### config.mk
export PLATFORM = sky130hd
export DESIGN_NAME = bin_mapper
export DESIGN_NICKNAME = d
export VERILOG_FILES = /design/src/common/hist_pkg.sv /design/src/verilog/bin_mapper.sv
export SDC_FILE = /design/constraint.sdc
export NUM_CORES = 1
export LEC_CHECK = 0
export ABC_AREA = 0
export BUFFER_PORTS_ARGS = -buffer_cell sky130_fd_sc_hd__buf_2
export CORE_MARGIN = 5
export CORE_UTILIZATION = 45
export CTS_BUF_LIST = sky130_fd_sc_hd__clkbuf_4
export DETAILED_ROUTE_END_ITERATION = 7
export PLACE_DENSITY = 0.72
export SYNTH_ARGS = -nofsm -noshare
export SYNTH_HDL_FRONTEND = slang
export SYNTH_SLANG_ARGS = --single-unit
### constraint.sdc
create_clock -name clk -period 4.31 [get_ports clk]
set_input_delay 0.2155 -clock clk [delete_from_list [all_inputs] [get_ports clk]]
set_output_delay 0.2155 -clock clk [all_outputs]
set_load 0.01 [all_outputs]
### src/common/hist_pkg.sv
`default_nettype none

package hist_pkg;

   // Defaults for the top-level parameters
   localparam int DEF_NUM_BINS     = 256;
   localparam int DEF_COUNT_WIDTH  = 32;
   localparam int DEF_SAMPLE_WIDTH = 16;

   localparam int WB_DATA_WIDTH = 32;

   // Wishbone slave handshake states
   typedef enum logic {
      wb_idle,
      wb_ack
   } wb_state_t;

   // Word addresses below the bin window, which starts at wb_adr[BIN_ADDR_WIDTH]
   localparam int REG_CTRL  = 0;  // Enable and shift amount
   localparam int REG_COUNT = 1;  // Accepted samples, a write clears it

   // Fields of REG_CTRL
   localparam int CTRL_ENABLE_BIT = 0;
   localparam int CTRL_SHIFT_LSB  = 4;
   localparam int SHIFT_WIDTH     = 4;

endpackage

`default_nettype wire

### src/verilog/bin_mapper.sv
`timescale 1ns/100ps
`default_nettype none

module bin_mapper
   import hist_pkg::*;
#(
   parameter int NUM_BINS     = DEF_NUM_BINS,
   parameter int SAMPLE_WIDTH = DEF_SAMPLE_WIDTH
) (
   input  wire logic                         clk,
   input  wire logic                         rst,
   input  wire logic                         sample_valid,
   input  wire logic [SAMPLE_WIDTH-1:0]      sample_data,
   input  wire logic                         enable,
   input  wire logic [SHIFT_WIDTH-1:0]       shift,
   output logic                              sample_taken,
   output logic                              bin_valid,
   output logic      [$clog2(NUM_BINS)-1:0]  bin_index
);

   localparam int BIN_ADDR_WIDTH = $clog2(NUM_BINS);

   logic                      accept;
   logic [SAMPLE_WIDTH-1:0]   shifted;
   logic [BIN_ADDR_WIDTH-1:0] clamped;

   assign accept  = sample_valid & enable;  // Disabled samples are simply dropped
   assign shifted = sample_data >> shift;

   // Anything past the top bin is piled into the last bin
   always_comb begin
      if (int'(shifted) >= NUM_BINS) begin
         clamped = BIN_ADDR_WIDTH'(NUM_BINS - 1);
      end else begin
         clamped = shifted[BIN_ADDR_WIDTH-1:0];
      end
   end

   always_ff @(posedge clk) begin
      if (rst) begin
         bin_valid <= 1'b0;
      end else begin
         bin_valid <= accept;
      end
   end

   always_ff @(posedge clk) begin
      if (accept) begin
         bin_index <= clamped;
      end
   end

   // One pulse per accepted sample, feeds the total counter in the slave
   assign sample_taken = bin_valid;

endmodule

`default_nettype wire

* Yosys cells after proc, flatten, opt, wreduce, memory -nomap -nowiden
Index checks and enable logic that the tools add are counted.
** Storage, ports and cells
- Register bits :: 9
- Input bits :: 24
- Output and inout bits :: 10
** Operators by class
- Magnitude comparators :: 1
- Shift-type cells :: 1
- Bitwise logic cells :: 1
** Operators with widths (number)
- greater-or-equal comparator 16 x 9 -> 1 bit, second input constant :: 1
- >> shifter 16 x 4 -> 16 bit :: 1
- AND 1 bit :: 1

* Depth between registers and ports, before layout
- Depth in word-level cells :: 2
- Depth in mapped cells :: 7
- Mapped depth without buffers :: 5

* Worst setup path after synthesis
OpenSTA, ideal clock, no wires.
- Kind :: input to register
- Start point :: in shift[0]
- End point :: reg bin_index[3] (data pin)
- Library setup time :: 278 ps
- Arrival time :: 1453 ps
- Required time :: 4032 ps
- Path slack :: 2579 ps
- Cell stages on the path :: 6
- Buffers on the path :: 1
- Cell sequence :: buf_6 > a21o_1 > o32a_1 > a311oi_4 > nor3b_1 > a311oi_1
** On the way
- Word-level cells in the longest chain between the ends :: 2
** Ends and longest elaborated chain
- from (decl) :: RTL line bin_mapper.sv:15 : input wire logic [SHIFT_WIDTH-1:0] shift,
- >> shifter 16 x 4 -> 16 bit * :: RTL line bin_mapper.sv:28 : assign shifted = sample_data >> shift;
- greater-or-equal comparator 16 x 9 -> 1 bit :: RTL line bin_mapper.sv:32 : if (int'(shifted) >= NUM_BINS) begin
- to (signal assigned) :: RTL line bin_mapper.sv:49 : bin_index <= clamped;
- to (decl) :: RTL line bin_mapper.sv:18 : output logic [$clog2(NUM_BINS)-1:0] bin_index
Every way passes the cells marked *; elsewhere a longest branch is shown, timed or not.
A chain may end at the register's enable or synchronous reset.

* Final worst setup path
Ends and elaborated chain as after synthesis.

==> results by stage <==
Synthesis:
- Among all flip-flop cells after synthesis, the most frequent one is sky130_fd_sc_hd__edfxtp_1.
- Of all flip-flops after synthesis, the portion carrying an async set or reset was 0%.
- The distinct cell type count of the synthesized netlist is 39.
- The cell count after synthesis came out at 118.
- The synthesized cell area is 1100 sq um.
- The number of flops mapped to enable cells by yosys is 8.
- The yosys synthesis warning count is 0.
- The post-synthesis register bit count is 9.
- The post-synthesis sequential area ratio is 23.66%.
- Counting every net in the synthesized netlist gives roughly 140.
- The average instance in the mapped netlist occupies a little over 9 sq um.

Power and ir drop:
- The net switching power figure is approximately 0.092 mW.
- The sequential power share is 36.7%.
- The power after layout is approximately 0.28 mW.
- The analysis attributes to cell leakage a power of 0.5311 nW.
- The proportion of total power due to net switching is 32.40%.
- For this design the ratio of total power to cell area is 223.4 nW/um^2.
- The part of the power in the clock network is 24.6%.
- Across the VDD grid, the largest voltage drop is approximately 0.11 mV.
- The internal portion of the total power is 0.1920 mW.
- Combinational cells account for 38.7% of the total power.

Floorplan:
- The number of placement rows is 18.
- The die covers 3533 sq um.
- The floorplan step set the die width to 59.44 um.
- In this run the vertical extent of the chip is 59.44 um.
- During I/O placement, the number of pins put on the boundary was 34.
- The effective utilization at floorplan is 45.64%.
- The core area is 2410 sq um.

Timing:
- Summed over all failing endpoints, the final setup total negative slack is 0 ns.
- The final-report hold violation count is 0.
- For this run, the top clock speed supported by timing is 0.5275 GHz.
- The post-route fraction of the period consumed by the critical path is 43.98%.
- The final-report max-slew violation count is 0.
- Counting I/O delays and the setup requirement, the final critical path takes approximately 1.9 ns.
- The number of setup violations in the final report is 0.
- In this run the tightest slew margin relative to its limit is a little over 60%.
- The worst-margin pin slew is 0.5936 ns.
- Setup repair after global routing left no endpoint under its margin.

Placed design:
- The wire-length estimate of the detail-placed layout is 2292 um.
- At the end of routability-driven placement, the weighted congestion stood at 0.8592.
- The count of buffers added on input and output ports is 33.

Cells and area:
- The post-synthesis to final-layout area growth is 15.59%.
- The final net count is 169.
- In the final layout, the multi-input gates occupy ~760 sq um.
- The commonest non-fill, non-tap cell in the layout is sky130_fd_sc_hd__buf_2.
- The number of antenna diodes in the final layout is 0.
- The total area of sequential cells is 260.3 sq um.
- The number of fill cells in the layout is 225.
- The top cell types in the final layout, fill and taps aside, are 33 x sky130_fd_sc_hd__buf_2, 15 x sky130_fd_sc_hd__mux2i_1, 14 x sky130_fd_sc_hd__nand2_1.
- Cells with a size suffix above 1 make up about 34% of the layout.

Drt:
- After detailed routing, the number of remaining DRC violations is 0.
- Dividing the detail-routed wire length by the instance count gives 16.94 um.
- The vias after detailed routing is around 1,100.
- The detailed router put a total of 1077 um of wire on met1.
- The detailed-router iteration count before antenna repair is 4.
- The detail-routed via count per cell is approximately 6.3.
- After detailed routing, the met3 layer carries approximately 370 um of wire.
- The total met2 wirelength after detailed routing is 1434 um.
- The highest layer touched by signal routing is met4.
- The post-detailed-routing wire length is 2948 um.
- The residual antenna-violating net count after detailed routing is 0.
- The starting DRC count in detailed routing is 33.

Critical path:
- The slowest cell on the critical path is sky130_fd_sc_hd__buf_2.
- Of all nets on the critical path, the largest fanout is 28.
- Broken down by cell family, the worst path's largest delay share belongs to compound AO/OA/AOI/OAI gates.
- The required arrival time at the worst endpoint is 4.29 ns.
- The largest single stage delay on the critical path is 0.47 ns.
- The startpoint class of the critical path is a primary input.
- The critical path class is primary input to flop.
- Counting both buffers and inverters, the worst setup path holds a total of 1.
- The critical path data arrival time is 1.88 ns.
- The signal on the critical path passes through buf_2, nor2b_1, o32a_1, a311oi_4, nor3b_1, a311oi_1.
- The critical path endpoint category is a flop.

Global routing:
- The via count of the first global-routing pass is 1,063.
- The number of antenna violations at the first check in global routing came to 0.
- The aggregate global routing overflow is 0.
- The maximum number of pins on one net before global-route repair is 29.
- The global-route wire length before repair is about 4700 um.
- In the global route stage, overall resource usage came out at 17.25%.

Clock network:
- The post-cts gate resize count is 0.
- The hold buffer count at CTS is 0.
- The clock-pin slew on the worst setup and hold paths is 0.06 ns.
- The clock buffer count from CTS is 3.
- The maximum level of the CTS H-tree is 1.
- The TritonCTS clock tree is yes.
- The worst-case clock buffer depth is 2.
- The tree is rooted in a sky130_fd_sc_hd__clkbuf_4.
- The post-CTS repair timing setup buffer count is 0.
- The CTS sink count is 9.

Min path:
- The kind of path behind the tightest hold check is primary input to flop.

Outcome:
- The run finished with clean final reports.

Flow run:
- The max-cap violation count is 0.
[cell families after synthesis]
group / share of synthesized area, %
AO/OA/AOI/OAI: 23.78
buffers and inverters: 6.939
flip-flops: 23.66
multiplexers: 30.03
AND/OR/NAND/NOR: 15.59
[metal layers]
layer / track usage [%] / up-vias
met5: 0 / -
met4: 8.091 / 0
met3: 2.614 / 10
met2: 29.33 / 77
met1: 21.16 / 492
li1: - / 513
[flip-flops by register name, summed over array words and instances, names as in the netlist]
name / cells
bin_index: 8
bin_valid: 1
[synth_stat cells (2+ instances only)]
master	instances	area share, %
sky130_fd_sc_hd__o211ai_1	2	1.4
sky130_fd_sc_hd__buf_2	4	1.8
sky130_fd_sc_hd__nor2_1	6	2.0
sky130_fd_sc_hd__a211oi_1	3	2.0
sky130_fd_sc_hd__inv_2	2	0.68
sky130_fd_sc_hd__a32oi_1	4	3.2
sky130_fd_sc_hd__a21oi_1	10	4.6
sky130_fd_sc_hd__mux4_2	7	14
sky130_fd_sc_hd__mux2i_1	15	14
sky130_fd_sc_hd__nand2b_1	3	1.7
sky130_fd_sc_hd__buf_4	2	1.4
sky130_fd_sc_hd__and2_1	2	1.1
sky130_fd_sc_hd__mux2_2	2	2.0
sky130_fd_sc_hd__nor2b_1	4	2.3
sky130_fd_sc_hd__clkbuf_1	4	1.4
sky130_fd_sc_hd__a21o_1	2	1.4
sky130_fd_sc_hd__nand2_1	14	4.8
sky130_fd_sc_hd__edfxtp_1	8	22
sky130_fd_sc_hd__inv_1	2	0.68
sky130_fd_sc_hd__o21ai_0	3	1.4
[metrics by stage]
step	cell area, sq um	hold slack [ns]	std cells	util (%)	setup WS [ns]
2_1_floorplan	1100	0.2871	118	-	2.579
3_3_place_gp	1241	0.3729	170	51.51	2.208
3_5_place_dp	1241	0.3930	170	51.51	2.154
4_1_cts	1271	0.1145	174	52.75	2.416
5_1_grt	1271	0.1302	174	52.75	2.244
6_report	1271	0.1162	174	52.75	2.414
[area by class of cell]
class / instances / area share (%)
multi-input cells: 94 / 60.04
flip-flops and latches: 9 / 20.47
repair buffers: 33 / 12.99
well taps: 30 / 2.953
clock buffers: 4 / 2.362
inverters: 4 / 1.181
[final timing paths]
path / start / end / slack (ns) / depth (start not counted)
hold / removal: rst / bin_valid$_SDFF_PP0_ / 0.12 / 2
setup / recovery: shift[0] / bin_index[3]$_SDFFCE_PP1P_ / 2.41 / 6
[power groups by stage]
stage                     clock network (mW)  registers, mW  logic (mW)
final                                 0.0698          0.104       0.110
after global routing                  0.0760          0.105       0.119
after CTS                             0.0726          0.104       0.109
after detailed placement                   0          0.106       0.108
after global placement                     0          0.106       0.105
after floorplan                            0          0.110      0.0707
(Power assumes the default switching activity.)
