### config.mk
export PLATFORM = sky130hd
export DESIGN_NAME = wb_hist_slave
export DESIGN_NICKNAME = d
export VERILOG_FILES = /design/src/common/hist_pkg.sv /design/src/verilog/wb_hist_slave.sv
export SDC_FILE = /design/constraint.sdc
export NUM_CORES = 1
export LEC_CHECK = 0
export ABC_CLOCK_PERIOD_IN_PS = 2200
export BUFFER_PORTS_ARGS = -buffer_cell sky130_fd_sc_hd__buf_2
export CORE_MARGIN = 5
export CORE_UTILIZATION = 42
export CTS_CLUSTER_DIAMETER = 30
export DETAILED_ROUTE_END_ITERATION = 12
export PLACE_DENSITY_LB_ADDON = 0.12
export SETUP_SLACK_MARGIN = 0.02
export SKIP_CTS_REPAIR_TIMING = 1
export SYNTH_ARGS = -nofsm -noshare
export SYNTH_HDL_FRONTEND = slang
export SYNTH_SLANG_ARGS = --single-unit
### constraint.sdc
create_clock -name clk -period 2.2 [get_ports clk]
set_input_delay 0.44 -clock clk [delete_from_list [all_inputs] [get_ports clk]]
set_output_delay 0.44 -clock clk [all_outputs]
set_load 0.02 [all_outputs]
### src/common/hist_pkg.sv
`default_nettype none

package hist_pkg;

   // Defaults for the top-level parameters
   localparam int DEF_NUM_BINS     = 256;
   localparam int DEF_COUNT_WIDTH  = 32;
   localparam int DEF_SAMPLE_WIDTH = 16;

   localparam int WB_DATA_WIDTH = 32;

   // Wishbone slave handshake states
   typedef enum logic {
      wb_idle,
      wb_ack
   } wb_state_t;

   // Word addresses below the bin window, which starts at wb_adr[BIN_ADDR_WIDTH]
   localparam int REG_CTRL  = 0;  // Enable and shift amount
   localparam int REG_COUNT = 1;  // Accepted samples, a write clears it

   // Fields of REG_CTRL
   localparam int CTRL_ENABLE_BIT = 0;
   localparam int CTRL_SHIFT_LSB  = 4;
   localparam int SHIFT_WIDTH     = 4;

endpackage

`default_nettype wire

### src/verilog/wb_hist_slave.sv
`timescale 1ns/100ps
`default_nettype none

module wb_hist_slave
   import hist_pkg::*;
#(
   parameter int NUM_BINS    = DEF_NUM_BINS,
   parameter int COUNT_WIDTH = DEF_COUNT_WIDTH
) (
   input  wire logic                         clk,
   input  wire logic                         rst,
   input  wire logic                         wb_cyc,
   input  wire logic                         wb_stb,
   input  wire logic                         wb_we,
   input  wire logic [$clog2(NUM_BINS):0]    wb_adr,
   input  wire logic [WB_DATA_WIDTH-1:0]     wb_dat_w,
   output logic      [WB_DATA_WIDTH-1:0]     wb_dat_r,
   output logic                              wb_ack,
   input  wire logic                         sample_taken,
   output logic                              enable,
   output logic      [SHIFT_WIDTH-1:0]       shift,
   output logic      [$clog2(NUM_BINS)-1:0]  dbg_addr,
   output logic      [COUNT_WIDTH-1:0]       dbg_wdata,
   output logic                              dbg_wen,
   input  wire logic [COUNT_WIDTH-1:0]       dbg_rdata
);

   localparam int BIN_ADDR_WIDTH = $clog2(NUM_BINS);

   // The port wb_ack hides the enum label of the same name, hence the package prefix
   wb_state_t                state;
   logic                     access;
   logic                     bin_sel;
   logic                     ctrl_sel;
   logic                     count_sel;
   logic [WB_DATA_WIDTH-1:0] sample_count;
   logic [WB_DATA_WIDTH-1:0] ctrl_word;
   logic [WB_DATA_WIDTH-1:0] rd_word;

   // A transfer is taken once, in the idle state
   assign access = (state == wb_idle) && wb_cyc && wb_stb;

   assign bin_sel   = wb_adr[BIN_ADDR_WIDTH];
   assign ctrl_sel  = !bin_sel && (wb_adr[BIN_ADDR_WIDTH-1:0] == REG_CTRL[BIN_ADDR_WIDTH-1:0]);
   assign count_sel = !bin_sel && (wb_adr[BIN_ADDR_WIDTH-1:0] == REG_COUNT[BIN_ADDR_WIDTH-1:0]);

   always_ff @(posedge clk) begin
      if (rst) begin
         state <= wb_idle;
      end else begin
         case (state)
            wb_idle:         if (wb_cyc && wb_stb) state <= hist_pkg::wb_ack;
            hist_pkg::wb_ack: state <= wb_idle;  // Ack lasts exactly one cycle
            default:         state <= wb_idle;
         endcase
      end
   end

   assign wb_ack = (state == hist_pkg::wb_ack);

   always_ff @(posedge clk) begin
      if (rst) begin
         enable <= 1'b0;
         shift  <= '0;
      end else if (access && wb_we && ctrl_sel) begin
         enable <= wb_dat_w[CTRL_ENABLE_BIT];
         shift  <= wb_dat_w[CTRL_SHIFT_LSB +: SHIFT_WIDTH];
      end
   end

   // Clearing takes priority over a sample that lands in the same cycle
   always_ff @(posedge clk) begin
      if (rst) begin
         sample_count <= '0;
      end else if (access && wb_we && count_sel) begin
         sample_count <= '0;
      end else if (sample_taken) begin
         sample_count <= sample_count + 1'b1;
      end
   end

   always_comb begin
      ctrl_word                                    = '0;
      ctrl_word[CTRL_ENABLE_BIT]                   = enable;
      ctrl_word[CTRL_SHIFT_LSB +: SHIFT_WIDTH]     = shift;
   end

   always_comb begin
      if (bin_sel) begin
         rd_word = WB_DATA_WIDTH'(dbg_rdata);
      end else if (ctrl_sel) begin
         rd_word = ctrl_word;
      end else if (count_sel) begin
         rd_word = sample_count;
      end else begin
         rd_word = '0;  // Unmapped words read as zero
      end
   end

   // Captured at the accepting edge so it is stable for the whole ack cycle
   always_ff @(posedge clk) begin
      if (access) begin
         wb_dat_r <= rd_word;
      end
   end

   // Bin window goes straight to the RAM debug port
   assign dbg_addr  = wb_adr[BIN_ADDR_WIDTH-1:0];
   assign dbg_wdata = wb_dat_w[COUNT_WIDTH-1:0];
   assign dbg_wen   = access && wb_we && bin_sel;

endmodule

`default_nettype wire

# ---- Yosys cells after proc, flatten, opt, wreduce, memory -nomap -nowiden
# Cells that the tools add are included.
dict set report totals {
  word_cells 25
  ramBits 0
  memories 0
  latch_bits 0
  out_inout_bits 79
  ff_bits 70
  rom_bits 0
}
dict set report classes {
  n_lt_le_gt_ge 0
  shift 0
  n_eq_ne 1
  reduce_logical 12
  addsub 1
  div_mod_pow 0
  bitwise 1
  n_mux 5
  multipliers 0
}
# cell n
set op_table {}
lappend op_table {{32-bit two-way mux} 3}
lappend op_table {{32-bit by 1-bit adder with 32-bit output (second input constant)} 1}
lappend op_table {{1-bit logical AND} 9}
lappend op_table {{8-bit by 1-bit == test with 1-bit output (second input constant)} 1}
lappend op_table {{8-bit zero test} 1}
lappend op_table {{1-bit case mux with 2 select lines} 1}
lappend op_table {{2-bit OR reduction} 1}
lappend op_table {{1-bit zero test} 1}
lappend op_table {{1-bit two-way mux} 1}
lappend op_table {{1-bit NOT} 1}

# ---- Longest topological paths before layout
# Gate-level depths: netlist (run 1).
dict set report depth {
  word_depth 6
  mapped_depth 6
}

# ---- Worst setup path after synthesis (run 1)
# Ideal clock, no wire load.
dict set report synth_path {
  kind {in2reg}
  from {input port wb_cyc}
  to {register wb_dat_r[0] (enable)}
  stages 2
  required_time_ns 1.779
  t_arrival_ns 1.859
  setup_ns 0.421
  n_path_buf 0
  setup_slack_ns -0.080
  path_cell_list {nand2_1 -> nor2_1}
}
dict set report synth_between {
  elab_chain_cells 2
}
# element line_no
set synth_lines {}
lappend synth_lines {{start, declared} wb_hist_slave.sv:12} ;# input wire logic wb_cyc,
lappend synth_lines {{1-bit logical AND (2 in a row)} wb_hist_slave.sv:41} ;# assign access = (state == wb_idle) && wb_cyc && wb_stb;
lappend synth_lines {{end signal, assigned} wb_hist_slave.sv:103} ;# wb_dat_r <= rd_word;
lappend synth_lines {{end, declared} wb_hist_slave.sv:17} ;# output logic [WB_DATA_WIDTH-1:0] wb_dat_r,
# Every way passes these cells.
# A chain may end at the register's enable or synchronous reset.

# ---- Final worst setup path (run 1)
dict set report layout_path {
  from {register sample_count[0]}
  to {register sample_count[22]}
}
dict set report layout_between {
  elab_chain_cells 1
}
# element line_no
set layout_lines {}
lappend layout_lines {{start, declared} wb_hist_slave.sv:36} ;# logic [WB_DATA_WIDTH-1:0] sample_count;
lappend layout_lines {{start signal, assigned} wb_hist_slave.sv:78} ;# sample_count <= sample_count + 1'b1;
lappend layout_lines {{32-bit by 1-bit adder with 32-bit output} wb_hist_slave.sv:78}
# Every way passes these cells.

==> results of run 1 <==
## cells in the mapped netlist, drive strengths merged, types with 5 or more instances
library cell   n
buf           48
dfxtp         38
edfxtp        32
a22o          27
nand2         18
nor2          18
or4           14
a21oi         13
mux2i         12
nand3         12
o31ai         10
clkbuf         9
inv            9
nand4          9
xor2           9
and4           6
nor3           6
nor4           6
a222oi         5
nand2b         5
## flip-flops by register name (all words and copies together), names as in the netlist
signal and flops:
enable 1, sample_count 32, shift 4, wb_ack 1, wb_dat_r 32
## worst max-delay path: stages (launching register included)
cell	delay, ps
dfxtp_1	350
ha_1	200
and2_1	210
nand2_1	140
buf_4	210
or4_1	500
a21oi_1	170
## final cells by class
type                       instances  area share
clock buffer                       9     0.03098
clock inverter                     7     0.01815
inverter                           9    0.008448
multi-input combinational        188      0.3263
sequential                        70      0.4305
tap                              105     0.03285
timing repair buffer             114      0.1527
## report_power, final
part	internal (mW)	total [mW]	switching [mW]
logic	0.105	0.249	0.145
registers	1.40	1.41	0.00955
clock network	0.527	1.03	0.506
total	2.03	2.69	0.660
## routing by layer
layer	up-vias	track usage	routed length, µm
li1	1321	-	-
met1	1232	0.1937	3237
met2	98	0.2620	3828
met3	20	0.04934	623
met4	0	0.07358	193
met5	-	0	0
## logic make-up after synthesis
group | count (synthesis) | synth area share
and+or+nand+nor | 102 | 0.1712
DFF | 70 | 0.5024
buffers and inverters | 66 | 0.1208
AOI/OAI and AO/OA | 62 | 0.1387
muxes | 12 | 0.03505
xor gates and xnor gates | 11 | 0.02811
adders and majority gates | 1 | 0.003650
## per-stage QoR
| stage | setup WS [ps] | area, µm² | total power [mW] | hold WS, ps | utilization |
|---|---|---|---|---|---|
| 6_report | 347.2 | 3999 | 2.689 | 351.9 | 0.4941 |
| 5_1_grt | 179.4 | 3999 | 2.807 | 349.1 | 0.4941 |
| 4_1_cts | 329.8 | 3999 | 2.727 | 334.2 | 0.4941 |
| 3_5_place_dp | 245.8 | 3802 | 1.690 | 466.6 | 0.4699 |
| 3_3_place_gp | 325.1 | 3802 | 1.687 | 465.3 | 0.4699 |
| 2_1_floorplan | 433.7 | 3430 | 1.660 | 442.3 | - |
## how the worst max path moves through the flow
stage | endpoint | slack, ps | cells after the start
2_1_floorplan | wb_dat_r[6] | 430 | 6
3_3_place_gp | sample_count[24] | 330 | 6
3_5_place_dp | sample_count[22] | 250 | 6
4_1_cts | sample_count[22] | 330 | 6
5_1_grt | sample_count[22] | 180 | 6
6_report | sample_count[22] | 350 | 6
==> results.toml, run 1 <==
[worst_setup_path]
arrival_ps = 2120
rr_worst_depth = 6
worstSetupStartpointType = "flip-flop"
reg2reg_from = "sample_count[0]"
r2r_slack_ps = 350
startpoint = "sample_count[0]"
crit_type = "flip-flop to flip-flop"
cp_max_fo = 14
end_kind = "flip-flop"
worstReg2RegEnd = "sample_count[22]"
required_ps = 2470

[worst_hold_path]
whs_path_depth = 3
hold_class = "input pin to flip-flop"
worstHoldStart = "wb_dat_w[0]"
hold_end = "enable"

[clock_network]
cts_sinks = 70
cts_buffers = 9
insertion_delay_ps = 340
cts_tree = "yes"
clk_path_buf_depth = 2
cts_root_buf = "clkbuf_8"
cts_max_level = 3
clkSlewWorstSetupHoldPaths_ps = 80

[die]
die_area_mm2 = 0.01007
ios = 158
rows = 33
coreArea_mm2 = 0.008093
chipWidth_um = 100.3
start_util = 0.4235
die_height_um = 100.3

[route]
firstDrtPassIters = 4
viasPerCell = 5.321
drtIter0Drc = 105
drtAntennaViolNets = 0
drcViolationCount = 0
totalWireLength_um = 7882
num_vias = 2671
wl_per_cell_um = 15.70

[timing]
hold_viol = 0
maxSlewHeadroom = 0.6697
rsz0062_at_grt = "false"
period_minus_slack_ps = 1853
fin_crit_sh = 0.8422
tightest_slew_ps = 490.9
finalSetupViolCount = 0
tns_ps = 0
fmax_ghz = 0.5397
maxSlewViolCount = 0
skew_ps = 8.105

[cells_and_area]
drive_gt1_frac = 0.3375
multi_input_area_mm2 = 0.001305
num_antenna_cells = 0
syn2layout_area_growth_pct = 16.69
final_nets = 472
final_cells = 502
nFillCells = 791
final_common_cell = "buf_2"
register_area_mm2 = 0.001722
layout_common_cells = "103 x buf_2, 38 x dfxtp_1, 32 x edfxtp_1"

[synthesis]
yosys.area.top_type_share = 0.2804
seq_area_frac_synth = 0.5024
ys_warn_count = 0
synthDistinctLibCells = 35
synth_ff_type = "dfxtp_1"
synth_edf_count = 32
synthTopCellsByArea = "edfxtp_1 28%, dfxtp_1 22%, buf_4 8.8%, a22o_1 6.9%, mux2i_1 3.5%"
syn_area_mm2 = 0.003427
syn-num-nets = 404
yosys_register_bits = 70
syn_inst = 324
syn_avg_cell_area_um2 = 10.58
synth_top_area_cell = "edfxtp_1"
async_flop_share = 0

[power]
power_density_mw_per_mm2 = 672.4
p_leak_nw = 1.579
vdd_drop_max_uv = 248.0

[global_routing]
grt_pass1_wl_um = 12800
grt_pass1_vias = 2623
overflow = 0
grtUsageTotal = 0.1605
grt_max_degree = 33
antenna_found_initial = 0

[place]
dpl.cell_count = 486
port_buffers = 103
globalplace.congestion = 0.7753
hpwl_um = 5801

[run]
cap_violations = 0

[outcome]
outcome = "finished clean"
(Power assumes the default switching activity.)
==> run 2: changes to the inputs <==
Settings changed: ABC_CLOCK_PERIOD_IN_PS 2200 to 1810, CORE_UTILIZATION 42 to 47.
Clock period 2.2 ns to 1.81 ns, I/O delays scaled along.
==> results.toml, run 2 (same netlist as run 1, synthesis figures left out) <==
[timing]
holdWs_ps = 264.4
finalSetupViolCount = 0
fmax_ghz = 0.5906
maxSlewHeadroom = 0.7625
setup_ws_ps = 116.8
rsz0062_at_grt = "false"
fin_crit_sh = 0.9355
hold_viol = 0
tightest_slew_ps = 355.2
maxSlewViolCount = 0
skew_ps = 6.983
period_minus_slack_ps = 1693

[clock_network]
clk_path_buf_depth = 2
insertion_delay_ps = 340
cts_root_buf = "clkbuf_8"
cts_buffers = 9
cts_max_level = 3
cts_tree = "yes"
cts_sinks = 70
clkSlewWorstSetupHoldPaths_ps = 70

[route]
drcViolationCount = 0
totalWireLength_um = 8124
wl_per_cell_um = 15.71
num_vias = 2763
firstDrtPassIters = 4
viasPerCell = 5.344
drtAntennaViolNets = 0
drtIter0Drc = 95

[outcome]
outcome = "finished clean"

[cells_and_area]
layout_common_cells = "103 x buf_2, 38 x dfxtp_1, 32 x edfxtp_1"
largestRegisters = "sample_count (32), wb_dat_r (32), shift (4)"
syn2layout_area_growth_pct = 21.72
drive_gt1_frac = 0.3684
design_area_mm2 = 0.004172
final_common_cell = "buf_2"
final_nets = 493
num_antenna_cells = 0
nFillCells = 639

[global_routing]
grt_pass1_wl_um = 12740
grt_max_degree = 34
grtUsageTotal = 0.1818
use_met1 = 0.2107
use_met2 = 0.3090
grt.busiest_layer = "met2"
overflow = 0
met3_usage = 0.05130
antenna_found_initial = 0
grt_pass1_vias = 2617

[place]
port_buffers = 103
post-place-ws_ps = -15.14
post_dp_cell_area_mm2 = 0.003970
globalplace.congestion = 0.7607
hpwl_um = 5893

[power]
vdd_drop_max_uv = 359.2
p_leak_nw = 1.694
power_density_mw_per_mm2 = 770.5

[worst_setup_path]
crit_type = "flip-flop to flip-flop"
end_kind = "flip-flop"
required_ps = 2080
worstSetupStartpointType = "flip-flop"
arrival_ps = 1960
cp_max_fo = 6

[run]
cap_violations = 0

[die]
rows = 31
start_util = 0.4776
die_area_mm2 = 0.009099
chipWidth_um = 95.39
ios = 158
coreArea_mm2 = 0.007176
die_height_um = 95.39

[worst_hold_path]
hold_class = "input pin to flip-flop"
==> run 2: changes by cell type in the layout (fill, tap and decap cells not counted) <==
| cell | previous run | this run |
|---|---|---|
| clkinv_2 | 1 | 2 |
| inv_6 | 2 | 0 |
| nor4_1 | 6 | 5 |
| buf_12 | 1 | 3 |
| clkinv_4 | 1 | 0 |
| buf_4 | 10 | 28 |
| nand4_2 | 0 | 1 |
| nor4_2 | 0 | 1 |
| clkinv_1 | 1 | 0 |
| clkbuf_1 | 0 | 3 |
==> run 2: routing by layer <==
| layer | part of all wire | vias up |
|---|---|---|
| met5 | 0 | - |
| li1 | - | 1365 |
| met4 | 0.023 | 0 |
| met1 | 0.41 | 1272 |
| met2 | 0.49 | 105 |
| met3 | 0.076 | 21 |
==> run 2: power by group <==
group / internal, mW / switching [mW] / leakage, nW
Clock: 0.633 / 0.557 / 0.0904
Sequential: 1.70 / 0.0110 / 0.608
Combinational: 0.135 / 0.179 / 0.995
==> run 2: cell type report <==
| type | count | area, µm² | area share |
|---|---|---|---|
| clock buffers | 12 | 135.1 | 0.03239 |
| clock inverters | 4 | 47.55 | 0.01140 |
| inverters | 9 | 33.78 | 0.008098 |
| multi-input cells | 189 | 1324 | 0.3173 |
| flip-flops and latches | 70 | 1722 | 0.4127 |
| well taps | 99 | 123.9 | 0.02969 |
| repair buffers | 134 | 785.8 | 0.1884 |
==> run 2: path summary, 6_finish.rpt <==
kind                    startpoint                to  slack (ps)  cells past startpoint
setup / recovery   sample_count[4]  sample_count[25]         120                      5
hold / removal         wb_dat_w[0]            enable         260                      3
setup reg to reg   sample_count[4]  sample_count[25]         120                      5
hold reg to reg   sample_count[31]  sample_count[31]         490                      2
==> run 2: worst max-delay path, stage by stage (launching register included) <==
cell     delay (ps)
dfxtp_1         390
and4_1          290
nand4_1         110
buf_4           170
or4_1           500
a21oi_1         160
==> run 2: per-stage QoR <==
stage	power, mW	TNS, ps	utilization	std cells
after floorplan	2.017	0	-	324
after global placement	2.058	0	0.5533	500
after detailed placement	2.064	-23.85	0.5533	500
after CTS	3.247	0	0.5787	516
after global routing	3.351	0	0.5813	517
final	3.214	0	0.5813	517
==> run 3: changes to the inputs <==
Settings changed: CELL_PAD_IN_SITES_DETAIL_PLACEMENT set to 0, CELL_PAD_IN_SITES_GLOBAL_PLACEMENT set to 1, CORE_UTILIZATION 47 to 35, SKIP_LAST_GASP set to 1.
==> results.toml, run 3 (same netlist as run 1, synthesis figures left out) <==
[timing]
skew_ps = 13.24
maxSlewHeadroom = 0.7482
fin_crit_sh = 0.9271
period_minus_slack_ps = 1678
rsz0062_at_grt = "false"
tightest_slew_ps = 374.2
maxSlewViolCount = 0
hold_viol = 0
holdWs_ps = 264.5
fmax_ghz = 0.5959
finalSetupViolCount = 0

[route]
drtIter0Drc = 130
drcViolationCount = 0
viasPerCell = 5.033
wl_per_cell_um = 15.47
num_vias = 2778
firstDrtPassIters = 4
totalWireLength_um = 8537
drtAntennaViolNets = 0

[worst_setup_path]
max_stage_delay_ps = 410
cp_cell_sequence = "and4b_1 -> and2_1 -> buf_2"
cp_max_fo = 4
cp.buffers_inverters = 1
worstSetupStartpointType = "flip-flop"
cpLargestDelayFamily = "simple AND/OR/NAND/NOR gates"
arrival_ps = 1320
required_ps = 1450
crit_slowest_cell = "dfxtp_1"
crit_type = "flip-flop to output pin"
end_kind = "output pin"

[die]
rows = 36
coreArea_mm2 = 0.009639
die_area_mm2 = 0.01187
die_height_um = 109.0
start_util = 0.3555
chipWidth_um = 109.0
ios = 158

[global_routing]
grt_max_degree = 33
overflow = 0
grt_pass1_wl_um = 13230
grt_pass1_vias = 2659
grtUsageTotal = 0.1430
antenna_found_initial = 0

[run]
cap_violations = 0

[power]
vdd_drop_max_uv = 281.1
internal_power_mw = 2.369
p_leak_nw = 1.697
pwr-share-comb = 0.101
clock_power_share = 0.359
power_mw = 3.165
p_sw_frac = 0.2514
p_sw_uw = 795.8
pwr-share-seq = 0.540
power_density_mw_per_mm2 = 748.8

[clock_network]
cts_root_buf = "clkbuf_8"
insertion_delay_ps = 350
cts_buffers = 9
cts_max_level = 3
clk_path_buf_depth = 2
cts_tree = "yes"
clkSlewWorstSetupHoldPaths_ps = 70
cts_sinks = 70

[place]
globalplace.congestion = 0.7357
hpwl_um = 5956
post_dp_cell_area_mm2 = 0.004033
dpl.cell_count = 535
port_buffers = 103

[cells_and_area]
register_area_mm2 = 0.001724
final_nets = 494
syn2layout_area_growth_pct = 23.33
largestRegisters = "sample_count (32), wb_dat_r (32), shift (4)"
design_area_mm2 = 0.004227
final_util = 0.4385
num_antenna_cells = 0
final_common_cell = "buf_2"
nFillCells = 991
drive_gt1_frac = 0.3795
final_cells = 552
multi_input_area_mm2 = 0.001319
layout_common_cells = "103 x buf_2, 36 x dfxtp_1, 32 x edfxtp_1"

[worst_hold_path]
hold_class = "input pin to flip-flop"

[outcome]
outcome = "finished clean"
[run 3: per-stage QoR]
step	setup slack (ps)	TNS [ps]
2_1_floorplan	121.7	0
3_3_place_gp	16.22	0
3_5_place_dp	-16.01	-35.61
4_1_cts	88.32	0
5_1_grt	26.75	0
6_report	132.0	0
[run 3: path summary, 6_finish.rpt]
kind                            depth (start not counted)  slack [ps]                to        startpoint
worst max-delay path                                    3         130           dbg_wen            wb_ack
worst min-delay path                                    3         260          shift[1]       wb_dat_w[5]
worst max register to register                          6         170  sample_count[24]   sample_count[0]
worst min register to register                          2         480  sample_count[31]  sample_count[31]
[run 3: final cells by class]
| cell class | instances | share of cell area |
|---|---|---|
| clock buffers | 11 | 0.03345 |
| clock inverters | 5 | 0.008585 |
| repair buffers | 135 | 0.1906 |
| multi-input cells | 189 | 0.3120 |
| inverters | 9 | 0.007993 |
| well taps | 133 | 0.03937 |
| flip-flops and latches | 70 | 0.4079 |
[run 3: metal layers]
metal,global-route usage,share of wire,vias up
li1,-,-,1360
met5,0,0,-
met3,0.04085,0.061,17
met4,0.03877,0.0088,0
met1,0.1807,0.43,1326
met2,0.2390,0.50,75
[run 3: worst min-delay path: stages]
cell and delay, ps:
buf_2 80, mux2i_1 60, nor2_1 70
[run 3: power groups by stage]
stage | Combinational, mW | Sequential, mW | Clock (mW)
2_1_floorplan | 0.221 | 1.80 | 0
3_3_place_gp | 0.321 | 1.75 | 0
5_1_grt | 0.347 | 1.71 | 1.27
4_1_cts | 0.326 | 1.71 | 1.18
3_5_place_dp | 0.326 | 1.75 | 0
6_report | 0.320 | 1.71 | 1.14
